### src/common/dispatch_defs.svh
`ifndef DISPATCH_DEFS_SVH
`define DISPATCH_DEFS_SVH

// ==============================
// Datapath sizing
// ==============================
`define DATA_W      32  // RV32I word
`define ARCH_REGS   32  // x0..x31
`define ARCH_IDX_W  5

// ==============================
// Buffer depths
// ==============================
`define ROB_DEPTH   8   // Power of two, pointers wrap naturally
`define ROB_IDX_W   3
`define RS_DEPTH    4   // Also the issue stage credit pool

`endif
### src/common/isa_pkg.sv
`default_nettype none

`include "dispatch_defs.svh"

package isa_pkg;

    // One architectural data word
    typedef logic [`DATA_W-1:0] data_t;

    // Register index, x0 hardwired to zero
    typedef logic [`ARCH_IDX_W-1:0] arch_idx_t;

    // Renamed source reference
    // Top bit set means low bits hold a ROB index
    // Top bit clear means low bits hold an architectural index
    typedef logic [`ARCH_IDX_W:0] src_ref_t;

endpackage

`default_nettype wire

### src/common/dispatch_pkg.sv
`default_nettype none

`include "dispatch_defs.svh"

package dispatch_pkg;

    typedef logic [`ROB_IDX_W-1:0] rob_idx_t;                 // ROB entry
    typedef logic [$clog2(`RS_DEPTH)-1:0] rs_idx_t;           // Station entry
    typedef logic [$clog2(`RS_DEPTH+1)-1:0] credit_cnt_t;     // 0..RS_DEPTH

    // ==============================
    // Operand slot of a station entry
    // ==============================
    // Ready flag set: slot carries the operand value
    // Ready flag clear: slot carries the producer's ROB index
    typedef union packed {
        isa_pkg::data_t value;
        struct packed {
            logic [`DATA_W-`ROB_IDX_W-1:0] pad;  // Zero while waiting
            rob_idx_t                      tag;  // Producer to wait for
        } wait_on;
    } operand_slot_u;

endpackage

`default_nettype wire

### src/hw/dispatch_stage.sv
`default_nettype none
`timescale 1ns/1ps

`include "dispatch_defs.svh"

module dispatch_stage (
    input  logic                   clk_i,
    input  logic                   reset_i,
    // Issue stage
    input  logic                   dispatch_valid_i,
    input  isa_pkg::src_ref_t      src_a_i,
    input  isa_pkg::src_ref_t      src_b_i,
    input  logic                   use_imm_i,
    input  isa_pkg::data_t         imm_i,
    input  isa_pkg::arch_idx_t     rd_arch_i,
    output logic                   credit_return_o,
    // Functional unit
    output logic                   issue_valid_o,
    output dispatch_pkg::rob_idx_t issue_rob_idx_o,
    output isa_pkg::data_t         issue_op_a_o,
    output isa_pkg::data_t         issue_op_b_o,
    // CDB
    input  logic                   cdb_valid_i,
    input  dispatch_pkg::rob_idx_t cdb_rob_idx_i,
    input  isa_pkg::data_t         cdb_data_i,
    // Commit
    output logic                   commit_valid_o,
    output isa_pkg::arch_idx_t     commit_arch_o,
    output isa_pkg::data_t         commit_data_o
);
    import isa_pkg::*;
    import dispatch_pkg::*;

    rob_idx_t  rob_tail;
    rob_idx_t  rob_head;
    logic      alloc_en;
    logic      commit_en;
    logic      head_done;
    arch_idx_t head_arch;
    data_t     head_data;
    logic      rob_done_a;
    logic      rob_done_b;
    data_t     rob_data_a;
    data_t     rob_data_b;
    data_t     rf_data_a;
    data_t     rf_data_b;
    logic      rs_issue_en;
    logic      rs_free;

    assign commit_valid_o = commit_en;
    assign commit_arch_o  = head_arch;
    assign commit_data_o  = head_data;

    dispatch_ctrl i_dispatch_ctrl (
        .clk_i           (clk_i),
        .reset_i         (reset_i),
        .dispatch_valid_i(dispatch_valid_i),
        .rs_issue_en_i   (rs_issue_en),
        .head_done_i     (head_done),
        .rob_tail_o      (rob_tail),
        .rob_head_o      (rob_head),
        .alloc_en_o      (alloc_en),
        .commit_en_o     (commit_en),
        .credit_return_o (credit_return_o)
    );

    arch_reg_file i_arch_reg_file (
        .clk_i      (clk_i),
        .reset_i    (reset_i),
        .rd_idx_a_i (src_a_i[`ARCH_IDX_W-1:0]),
        .rd_idx_b_i (src_b_i[`ARCH_IDX_W-1:0]),
        .rd_data_a_o(rf_data_a),
        .rd_data_b_o(rf_data_b),
        .wr_en_i    (commit_en),
        .wr_idx_i   (head_arch),
        .wr_data_i  (head_data)
    );

    reorder_buffer i_reorder_buffer (
        .clk_i        (clk_i),
        .reset_i      (reset_i),
        .alloc_en_i   (alloc_en),
        .alloc_idx_i  (rob_tail),
        .alloc_arch_i (rd_arch_i),
        .cdb_valid_i  (cdb_valid_i),
        .cdb_rob_idx_i(cdb_rob_idx_i),
        .cdb_data_i   (cdb_data_i),
        .rd_idx_a_i   (src_a_i[`ROB_IDX_W-1:0]),  // Only meaningful with top bit set
        .rd_idx_b_i   (src_b_i[`ROB_IDX_W-1:0]),
        .rd_done_a_o  (rob_done_a),
        .rd_done_b_o  (rob_done_b),
        .rd_data_a_o  (rob_data_a),
        .rd_data_b_o  (rob_data_b),
        .head_idx_i   (rob_head),
        .head_done_o  (head_done),
        .head_arch_o  (head_arch),
        .head_data_o  (head_data)
    );

    reservation_station i_reservation_station (
        .clk_i             (clk_i),
        .reset_i           (reset_i),
        .dispatch_valid_i  (dispatch_valid_i),
        .dispatch_rob_idx_i(rob_tail),
        .src_a_i           (src_a_i),
        .src_b_i           (src_b_i),
        .use_imm_i         (use_imm_i),
        .imm_i             (imm_i),
        .rf_data_a_i       (rf_data_a),
        .rf_data_b_i       (rf_data_b),
        .rob_done_a_i      (rob_done_a),
        .rob_done_b_i      (rob_done_b),
        .rob_data_a_i      (rob_data_a),
        .rob_data_b_i      (rob_data_b),
        .cdb_valid_i       (cdb_valid_i),
        .cdb_rob_idx_i     (cdb_rob_idx_i),
        .cdb_data_i        (cdb_data_i),
        .issue_valid_o     (issue_valid_o),
        .issue_rob_idx_o   (issue_rob_idx_o),
        .issue_op_a_o      (issue_op_a_o),
        .issue_op_b_o      (issue_op_b_o),
        .issue_en_o        (rs_issue_en),
        .free_o            (rs_free)
    );

    // An owed credit stands for a freed station entry nobody has refilled
    a_credit_backed_by_entry : assert property (
        @(posedge clk_i) disable iff (reset_i)
        credit_return_o |-> rs_free
    ) else $error("credit returned with no free station entry");

endmodule

`default_nettype wire

### src/reservation_station/reservation_station.sv
`default_nettype none
`timescale 1ns/1ps

`include "dispatch_defs.svh"

module reservation_station (
    input  logic                   clk_i,
    input  logic                   reset_i,
    // Dispatch side
    input  logic                   dispatch_valid_i,
    input  dispatch_pkg::rob_idx_t dispatch_rob_idx_i,
    input  isa_pkg::src_ref_t      src_a_i,
    input  isa_pkg::src_ref_t      src_b_i,
    input  logic                   use_imm_i,
    input  isa_pkg::data_t         imm_i,
    // Operand sources
    input  isa_pkg::data_t         rf_data_a_i,
    input  isa_pkg::data_t         rf_data_b_i,
    input  logic                   rob_done_a_i,
    input  logic                   rob_done_b_i,
    input  isa_pkg::data_t         rob_data_a_i,
    input  isa_pkg::data_t         rob_data_b_i,
    // Wakeup
    input  logic                   cdb_valid_i,
    input  dispatch_pkg::rob_idx_t cdb_rob_idx_i,
    input  isa_pkg::data_t         cdb_data_i,
    // Functional unit side, always accepted
    output logic                   issue_valid_o,
    output dispatch_pkg::rob_idx_t issue_rob_idx_o,
    output isa_pkg::data_t         issue_op_a_o,
    output isa_pkg::data_t         issue_op_b_o,
    output logic                   issue_en_o,
    output logic                   free_o
);
    import isa_pkg::*;
    import dispatch_pkg::*;

    logic          valid_q   [`RS_DEPTH];
    rob_idx_t      rob_idx_q [`RS_DEPTH];
    logic          rdy_a_q   [`RS_DEPTH];
    logic          rdy_b_q   [`RS_DEPTH];
    operand_slot_u slot_a_q  [`RS_DEPTH];
    operand_slot_u slot_b_q  [`RS_DEPTH];

    logic          in_rdy_a;
    logic          in_rdy_b;
    operand_slot_u in_slot_a;
    operand_slot_u in_slot_b;
    rs_idx_t       alloc_sel;   // Lowest free entry
    rs_idx_t       issue_sel;   // Lowest fully ready entry

    // Resolve one source into a slot plus ready flag
    function automatic void capture(
        input  src_ref_t      src,
        input  logic          rob_done,
        input  data_t         rob_data,
        input  data_t         rf_data,
        output logic          rdy,
        output operand_slot_u slot
    );
        rob_idx_t tag;
        tag        = src[`ROB_IDX_W-1:0];
        rdy        = 1'b1;
        slot.value = rf_data;                  // Architectural value by default
        if (src[`ARCH_IDX_W]) begin
            if (rob_done) begin
                slot.value = rob_data;         // Finished, not yet committed
            end else if (cdb_valid_i && (cdb_rob_idx_i == tag)) begin
                slot.value = cdb_data_i;       // Broadcast in the dispatch cycle
            end else begin
                rdy              = 1'b0;
                slot.wait_on.pad = '0;
                slot.wait_on.tag = tag;
            end
        end
    endfunction

    // ==============================
    // Operand select
    // ==============================
    always_comb begin
        capture(src_a_i, rob_done_a_i, rob_data_a_i, rf_data_a_i, in_rdy_a, in_slot_a);
        capture(src_b_i, rob_done_b_i, rob_data_b_i, rf_data_b_i, in_rdy_b, in_slot_b);
        if (use_imm_i) begin
            in_rdy_b        = 1'b1;
            in_slot_b.value = imm_i;           // Immediate replaces rs2
        end
    end

    // Priority scan, walks downward so the lowest index wins
    always_comb begin
        alloc_sel     = '0;
        issue_sel     = '0;
        free_o        = 1'b0;
        issue_valid_o = 1'b0;
        for (int i = `RS_DEPTH-1; i >= 0; i--) begin
            if (!valid_q[i]) begin
                alloc_sel = rs_idx_t'(i);
                free_o    = 1'b1;
            end
            if (valid_q[i] && rdy_a_q[i] && rdy_b_q[i]) begin
                issue_sel     = rs_idx_t'(i);
                issue_valid_o = 1'b1;
            end
        end
    end

    assign issue_en_o      = issue_valid_o;  // No back-pressure from the FU
    assign issue_rob_idx_o = rob_idx_q[issue_sel];
    assign issue_op_a_o    = slot_a_q[issue_sel].value;
    assign issue_op_b_o    = slot_b_q[issue_sel].value;

    // ==============================
    // Entry state
    // ==============================
    always_ff @(posedge clk_i) begin
        if (reset_i) begin
            for (int i = 0; i < `RS_DEPTH; i++) begin
                valid_q[i] <= 1'b0;
            end
        end else begin
            if (issue_en_o) begin
                valid_q[issue_sel] <= 1'b0;    // Freed at the issue edge
            end
            if (dispatch_valid_i) begin
                valid_q[alloc_sel] <= 1'b1;
            end
        end
    end

    always_ff @(posedge clk_i) begin
        // CDB wakeup of parked operands
        for (int i = 0; i < `RS_DEPTH; i++) begin
            if (valid_q[i] && !rdy_a_q[i] && cdb_valid_i
                    && (slot_a_q[i].wait_on.tag == cdb_rob_idx_i)) begin
                rdy_a_q[i]        <= 1'b1;
                slot_a_q[i].value <= cdb_data_i;
            end
            if (valid_q[i] && !rdy_b_q[i] && cdb_valid_i
                    && (slot_b_q[i].wait_on.tag == cdb_rob_idx_i)) begin
                rdy_b_q[i]        <= 1'b1;
                slot_b_q[i].value <= cdb_data_i;
            end
        end
        // New entry, never the same slot as a wakeup
        if (dispatch_valid_i) begin
            rob_idx_q[alloc_sel] <= dispatch_rob_idx_i;
            rdy_a_q[alloc_sel]   <= in_rdy_a;
            rdy_b_q[alloc_sel]   <= in_rdy_b;
            slot_a_q[alloc_sel]  <= in_slot_a;
            slot_b_q[alloc_sel]  <= in_slot_b;
        end
    end

    a_no_dispatch_when_full : assert property (
        @(posedge clk_i) disable iff (reset_i)
        dispatch_valid_i |-> free_o
    ) else $error("dispatch into a full reservation station");

endmodule

`default_nettype wire

### src/reorder_buffer/reorder_buffer.sv
`default_nettype none
`timescale 1ns/1ps

`include "dispatch_defs.svh"

module reorder_buffer (
    input  logic                   clk_i,
    input  logic                   reset_i,
    // Allocation at the tail
    input  logic                   alloc_en_i,
    input  dispatch_pkg::rob_idx_t alloc_idx_i,
    input  isa_pkg::arch_idx_t     alloc_arch_i,
    // Result broadcast
    input  logic                   cdb_valid_i,
    input  dispatch_pkg::rob_idx_t cdb_rob_idx_i,
    input  isa_pkg::data_t         cdb_data_i,
    // Operand lookups from the dispatching instruction
    input  dispatch_pkg::rob_idx_t rd_idx_a_i,
    input  dispatch_pkg::rob_idx_t rd_idx_b_i,
    output logic                   rd_done_a_o,
    output logic                   rd_done_b_o,
    output isa_pkg::data_t         rd_data_a_o,
    output isa_pkg::data_t         rd_data_b_o,
    // Head view for commit
    input  dispatch_pkg::rob_idx_t head_idx_i,
    output logic                   head_done_o,
    output isa_pkg::arch_idx_t     head_arch_o,
    output isa_pkg::data_t         head_data_o
);
    import isa_pkg::*;
    import dispatch_pkg::*;

    logic      done_q   [`ROB_DEPTH];  // Result written back
    arch_idx_t arch_q   [`ROB_DEPTH];  // Destination register
    data_t     result_q [`ROB_DEPTH];

    // ==============================
    // Done flags
    // ==============================
    always_ff @(posedge clk_i) begin
        if (reset_i) begin
            for (int i = 0; i < `ROB_DEPTH; i++) begin
                done_q[i] <= 1'b0;
            end
        end else begin
            // Cleared only on reallocation, so a just-committed entry still reads done
            if (alloc_en_i) begin
                done_q[alloc_idx_i] <= 1'b0;
            end
            if (cdb_valid_i) begin
                done_q[cdb_rob_idx_i] <= 1'b1;
            end
        end
    end

    // Payload
    always_ff @(posedge clk_i) begin
        if (alloc_en_i) begin
            arch_q[alloc_idx_i] <= alloc_arch_i;
        end
        if (cdb_valid_i) begin
            result_q[cdb_rob_idx_i] <= cdb_data_i;
        end
    end

    assign rd_done_a_o = done_q[rd_idx_a_i];
    assign rd_done_b_o = done_q[rd_idx_b_i];
    assign rd_data_a_o = result_q[rd_idx_a_i];
    assign rd_data_b_o = result_q[rd_idx_b_i];

    assign head_done_o = done_q[head_idx_i];   // Qualified by occupancy in the controller
    assign head_arch_o = arch_q[head_idx_i];
    assign head_data_o = result_q[head_idx_i];

    // FU only broadcasts what it was issued, and each index once per allocation
    a_cdb_single_write : assert property (
        @(posedge clk_i) disable iff (reset_i)
        cdb_valid_i |-> !done_q[cdb_rob_idx_i]
    ) else $error("CDB write to an entry already done");

endmodule

`default_nettype wire

### src/hw/arch_reg_file.sv
`default_nettype none
`timescale 1ns/1ps

`include "dispatch_defs.svh"

module arch_reg_file (
    input  logic               clk_i,
    input  logic               reset_i,
    input  isa_pkg::arch_idx_t rd_idx_a_i,
    input  isa_pkg::arch_idx_t rd_idx_b_i,
    output isa_pkg::data_t     rd_data_a_o,
    output isa_pkg::data_t     rd_data_b_o,
    input  logic               wr_en_i,   // Commit strobe
    input  isa_pkg::arch_idx_t wr_idx_i,
    input  isa_pkg::data_t     wr_data_i
);
    import isa_pkg::*;

    data_t regs_q [`ARCH_REGS];

    always_ff @(posedge clk_i) begin
        if (reset_i) begin
            for (int i = 0; i < `ARCH_REGS; i++) begin
                regs_q[i] <= '0;
            end
        end else if (wr_en_i && (wr_idx_i != '0)) begin
            regs_q[wr_idx_i] <= wr_data_i;  // x0 stays zero
        end
    end

    // Combinational reads, no write bypass
    assign rd_data_a_o = regs_q[rd_idx_a_i];
    assign rd_data_b_o = regs_q[rd_idx_b_i];

endmodule

`default_nettype wire

### src/hw/dispatch_ctrl.sv
`default_nettype none
`timescale 1ns/1ps

`include "dispatch_defs.svh"

module dispatch_ctrl (
    input  logic                   clk_i,
    input  logic                   reset_i,
    input  logic                   dispatch_valid_i,
    input  logic                   rs_issue_en_i,
    input  logic                   head_done_i,
    output dispatch_pkg::rob_idx_t rob_tail_o,
    output dispatch_pkg::rob_idx_t rob_head_o,
    output logic                   alloc_en_o,
    output logic                   commit_en_o,
    output logic                   credit_return_o
);
    import dispatch_pkg::*;

    rob_idx_t              tail_q;            // Next entry to allocate
    rob_idx_t              head_q;            // Oldest in-flight entry
    logic [`ROB_IDX_W:0]   rob_count_q;       // Occupancy 0..ROB_DEPTH
    credit_cnt_t           sender_credits_q;  // Credits held by issue stage
    credit_cnt_t           owed_q;            // Freed station entries not yet returned
    logic [`ROB_IDX_W+1:0] pledged;

    // Every dispatch takes the tail slot
    assign alloc_en_o  = dispatch_valid_i;

    // Empty ROB may still show a stale done flag at head
    assign commit_en_o = head_done_i && (rob_count_q != '0);

    // Worst case ROB demand: live entries plus what the sender may still send
    assign pledged = {2'b00, sender_credits_q} + {1'b0, rob_count_q};

    // One credit per cycle, held back while the ROB could overflow
    assign credit_return_o = (owed_q != '0) && (pledged < `ROB_DEPTH);

    assign rob_tail_o = tail_q;
    assign rob_head_o = head_q;

    always_ff @(posedge clk_i) begin
        if (reset_i) begin
            tail_q           <= '0;
            head_q           <= '0;
            rob_count_q      <= '0;
            sender_credits_q <= `RS_DEPTH;  // Sender starts with a full pool
            owed_q           <= '0;
        end else begin
            if (alloc_en_o) begin
                tail_q <= tail_q + rob_idx_t'(1);  // Wraps mod 8
            end
            if (commit_en_o) begin
                head_q <= head_q + rob_idx_t'(1);
            end
            rob_count_q <= rob_count_q + {{`ROB_IDX_W{1'b0}}, alloc_en_o}
                                       - {{`ROB_IDX_W{1'b0}}, commit_en_o};
            sender_credits_q <= sender_credits_q + {2'b00, credit_return_o}
                                                 - {2'b00, dispatch_valid_i};
            owed_q <= owed_q + {2'b00, rs_issue_en_i} - {2'b00, credit_return_o};
        end
    end

    // ==============================
    // Flow control checks
    // ==============================
    a_dispatch_needs_credit : assert property (
        @(posedge clk_i) disable iff (reset_i)
        dispatch_valid_i |-> (sender_credits_q != '0)
    ) else $error("dispatch with no credit held");

    a_rob_no_overflow : assert property (
        @(posedge clk_i) disable iff (reset_i)
        alloc_en_o |-> (rob_count_q < `ROB_DEPTH)
    ) else $error("allocation into a full reorder buffer");

endmodule

`default_nettype wire

### config.mk
export PLATFORM = sky130hd
export DESIGN_NAME = dispatch_stage
export DESIGN_NICKNAME = d
export VERILOG_FILES = /design/src/common/isa_pkg.sv /design/src/common/dispatch_pkg.sv /design/src/hw/dispatch_stage.sv /design/src/reservation_station/reservation_station.sv /design/src/reorder_buffer/reorder_buffer.sv /design/src/hw/arch_reg_file.sv /design/src/hw/dispatch_ctrl.sv
export VERILOG_INCLUDE_DIRS = /design/src /design/src/common
export SDC_FILE = /design/constraint.sdc
export NUM_CORES = 2
export LEC_CHECK = 0
export ABC_AREA = 0
export BUFFER_PORTS_ARGS = -buffer_cell sky130_fd_sc_hd__buf_2
export CAP_MARGIN = 10
export CORE_MARGIN = 10
export CORE_UTILIZATION = 63
export DETAILED_ROUTE_END_ITERATION = 10
export GPL_TIMING_DRIVEN = 0
export PLACE_DENSITY_LB_ADDON = 0.15
export SLEW_MARGIN = 15
export SYNTH_ARGS = -nofsm -noshare
export SYNTH_HDL_FRONTEND = slang
export SYNTH_SLANG_ARGS = --single-unit
### constraint.sdc
create_clock -name clk_i -period 5.85 [get_ports clk_i]
set_clock_uncertainty 0.1 [all_clocks]
set_input_delay 0.2925 -clock clk_i [delete_from_list [all_inputs] [get_ports clk_i]]
set_output_delay 0.2925 -clock clk_i [all_outputs]
set_load 0.05 [all_outputs]
==> run_results.csv <==
group,metric,value,unit
run_status,status,"finished with violations",
run_status,violations,"negative setup slack",
timing,final_hold_viol_count,0,
placement,gp_congestion,1.00,
logic_synthesis,syn-cell-area,0.0833,mm^2
placement,preCtsSetupSlack,571,ps
power_and_ir_drop,p_per_area,300,mW/mm^2
finish,final_common_cell,"edfxtp_1",
logic_synthesis,synth-edff-count,1588,
power_and_ir_drop,leakage,33.2,nW
placement,hpwl,219,mm
clock_tree,htree_num_levels,4,
setup_path,cp.arrival,5500,ps
clock_tree,cts_sinks,1627,
logic_synthesis,async_flop_share,0,%
logic_synthesis,yosys_warnings,0,
logic_synthesis,ys_ff_latch,1627,
logic_synthesis,yosysSeqAreaShare,58.2,%
global_routing,track_usage,39.8,%
logic_synthesis,synth_area_per_cell,14.6,um^2
clock_tree,cts_root_buf,"clkbuf_16",
drt,drt-initial-drc-count,11112,
clock_tree,clk_path_buf_depth,3,
timing,whs,48.5,ps
power_and_ir_drop,p_total,0.0282,W
finish,stdcell_area,0.0941,mm^2
drt,vias,59616,
setup_path,crit_required,5460,ps
global_routing,grt_max_degree,30,
drt,wl,296,mm
timing,relSlewSlack,4.84,%
setup_path,crit_path_end_kind,"output pin",
clock_tree,clk_pin_slew,60,ps
floorplanning,initial_core_util,63.3,%
floorplanning,die_w,384,um
placement,post_dp_cell_area,0.0878,mm^2
drt,ant_nets,0,
floorplanning,dieHeight,384,um
global_routing,antenna_found_initial,21,
setup_path,start_kind,"flop",
finish,layout_common_cells,"1,588 x edfxtp_1, 1,084 x nor2_1, 755 x mux4_2",
finish,area_growth_syn_to_layout,13.1,%
global_routing,grt_overflow_total,0,
drt,drtPass1Iterations,9,
clock_tree,cts_tree,"done",
global_routing,grt_pass1_vias,58125,
drt,avgViaCountPerCell,7.32,
finish,fill_cells,8544,
timing,maxSlewViolCount,0,
hold_path,hp-class,"input port to flop",
floorplanning,io-pin-count,196,
clock_tree,clk_latency,840,ps
timing,tightest_slew,1430,ps
timing,rsz0062_at_grt,"no",
floorplanning,core-area,0.131,mm^2
timing,fin_crit_sh,101,%
timing,setup_violations,3,
setup_path,critPathKind,"flop to output pin",
setup_path,critPathMaxFanout,10,
drt,drc_errors,0,
drt,wire_per_inst,36.3,um
logic_synthesis,synth-main-ff-cell,"edfxtp_1",
placement,numPortBuffers,184,
finish,nets,6348,
timing,post-route-min-period,5890,ps
power_and_ir_drop,ir_worst_vdd,0.399,mV
floorplanning,die-area,0.147,mm^2
global_routing,grt_pass1_wl,413,mm
finish,drive_above_1_share,24.5,%
logic_synthesis,synthCells,5721,
clock_tree,cts_inserted_buffers,167,
floorplanning,core.rowCount,133,
clock_tree,postCtsSetupBuffers,0,
logic_synthesis,synthDistinctLibCells,55,
timing,fmax,170,MHz
flow_run,max_cap_viol_count,0,
timing,setup-tns-final,-101,ps
timing,setup_slack,-40.8,ps
## state kept, by name, summed over array words and instances (netlist names), named ones only
| register | count |
|---|---|
| i_reorder_buffer.done_q | 8 |
| i_dispatch_ctrl.sender_credits_q | 3 |
| i_arch_reg_file.regs_q | 1024 |
| i_dispatch_ctrl.rob_count_q | 4 |
| i_dispatch_ctrl.rob_head_o | 3 |
| i_reservation_station.rdy_b_q | 4 |
| i_reservation_station.rdy_a_q | 4 |
| i_dispatch_ctrl.rob_tail_o | 3 |
| i_dispatch_ctrl.owed_q | 3 |
| i_reservation_station.slot_a_q | 128 |
| i_reorder_buffer.arch_q | 40 |
| i_reservation_station.slot_b_q | 128 |
| i_reservation_station.valid_q | 4 |
| i_reservation_station.rob_idx_q | 12 |
| i_reorder_buffer.result_q | 256 |
## cell usage after synthesis (22+ instances only)
cell	number	area, um^2
a211oi_1	29	218
a221oi_1	59	517
a22oi_1	69	518
buf_1	56	210
buf_2	145	726
clkbuf_1	343	1290
dfxtp_1	39	781
edfxtp_1	1588	47700
inv_1	89	334
mux2_2	62	698
mux2i_1	226	2260
mux4_2	755	17000
nand2_1	313	1170
nand2b_1	78	488
nand4_1	22	138
nor2_1	1089	4090
o21ai_0	274	1370
o22ai_1	43	269
o311a_1	29	290
o31ai_1	116	871
o41ai_1	31	272
xor2_1	25	219
## routing by layer
| layer | share of wire [%] | track usage, % |
|---|---|---|
| met2 | 44 | 59.4 |
| met5 | 0.10 | 0.715 |
| met1 | 32 | 49.1 |
| met4 | 7.6 | 25.1 |
| met3 | 16 | 15.0 |
## power by group
group | internal (W) | switching (W) | total [W]
Clock | 0.00623 | 0.00470 | 0.0109
Combinational | 0.00133 | 0.00249 | 0.00383
Sequential | 0.0132 | 0.000247 | 0.0135
## worst max-delay path, stage by stage, from the launching register on
cell      delay (ps)
dfxtp_1          400
buf_2            300
clkbuf_1         760
clkbuf_1         920
mux4_2           420
mux2i_1          830
clkbuf_1         500
inv_1            230
buf_2            270
## per-stage QoR
step	std cells	utilization, %
finish	8140	71.6
global route	8136	71.6
CTS	8134	71.5
detailed placement	7758	66.8
global placement	7691	65.8
floorplan	5752	-
## final cells by class
| cell class | count | area (um^2) | area share, % |
|---|---|---|---|
| tap | 1755 | 2200 | 2.33 |
| buffer | 553 | 2340 | 2.49 |
| clock inverter | 97 | 977 | 1.04 |
| inverter | 92 | 345 | 0.367 |
| sequential | 1627 | 48500 | 51.5 |
| clock buffer | 209 | 4520 | 4.80 |
| antenna | 5 | 12.5 | 0.0133 |
| multi-input combinational | 3480 | 32600 | 34.6 |
| timing repair buffer | 322 | 2670 | 2.84 |
## timing repair
action,4_1_cts,5_1_grt
hold buffers,70,0
gates resized for setup,0,1
endpoints found under the setup margin,0,1
endpoints found under the hold margin,544,0
## cells by family (layout without fill, tap and decap cells)
logic type                 Yosys count  after routing  share of synthesized area (%)
buffers and inverters              645           1273                           3.21
muxes                             1044           1044                           24.0
adders and majority gates           16             16                          0.267
other                                1             37                        0.00450
xor gates and xnor gates            39             39                          0.410
AOI/OAI and AO/OA                  742            742                           6.07
DFF                               1627           1627                           58.2
and+or+nand+nor                   1607           1607                           7.84
## path summary, 6_finish.rpt
kind                                         start  slack [ps]  cells past startpoint                              endpoint
setup / recovery                              flop         -40                      8                      commit_data_o[5]
hold / removal                           use_imm_i          50                      4  i_reservation_station.slot_b_q[1][6]
setup reg to reg                              flop        1070                      7         i_arch_reg_file.regs_q[22][6]
hold reg to reg   i_reservation_station.rdy_a_q[0]         440                      1      i_reservation_station.rdy_a_q[0]
No activity file was read; power rests on OpenSTA's default activity.
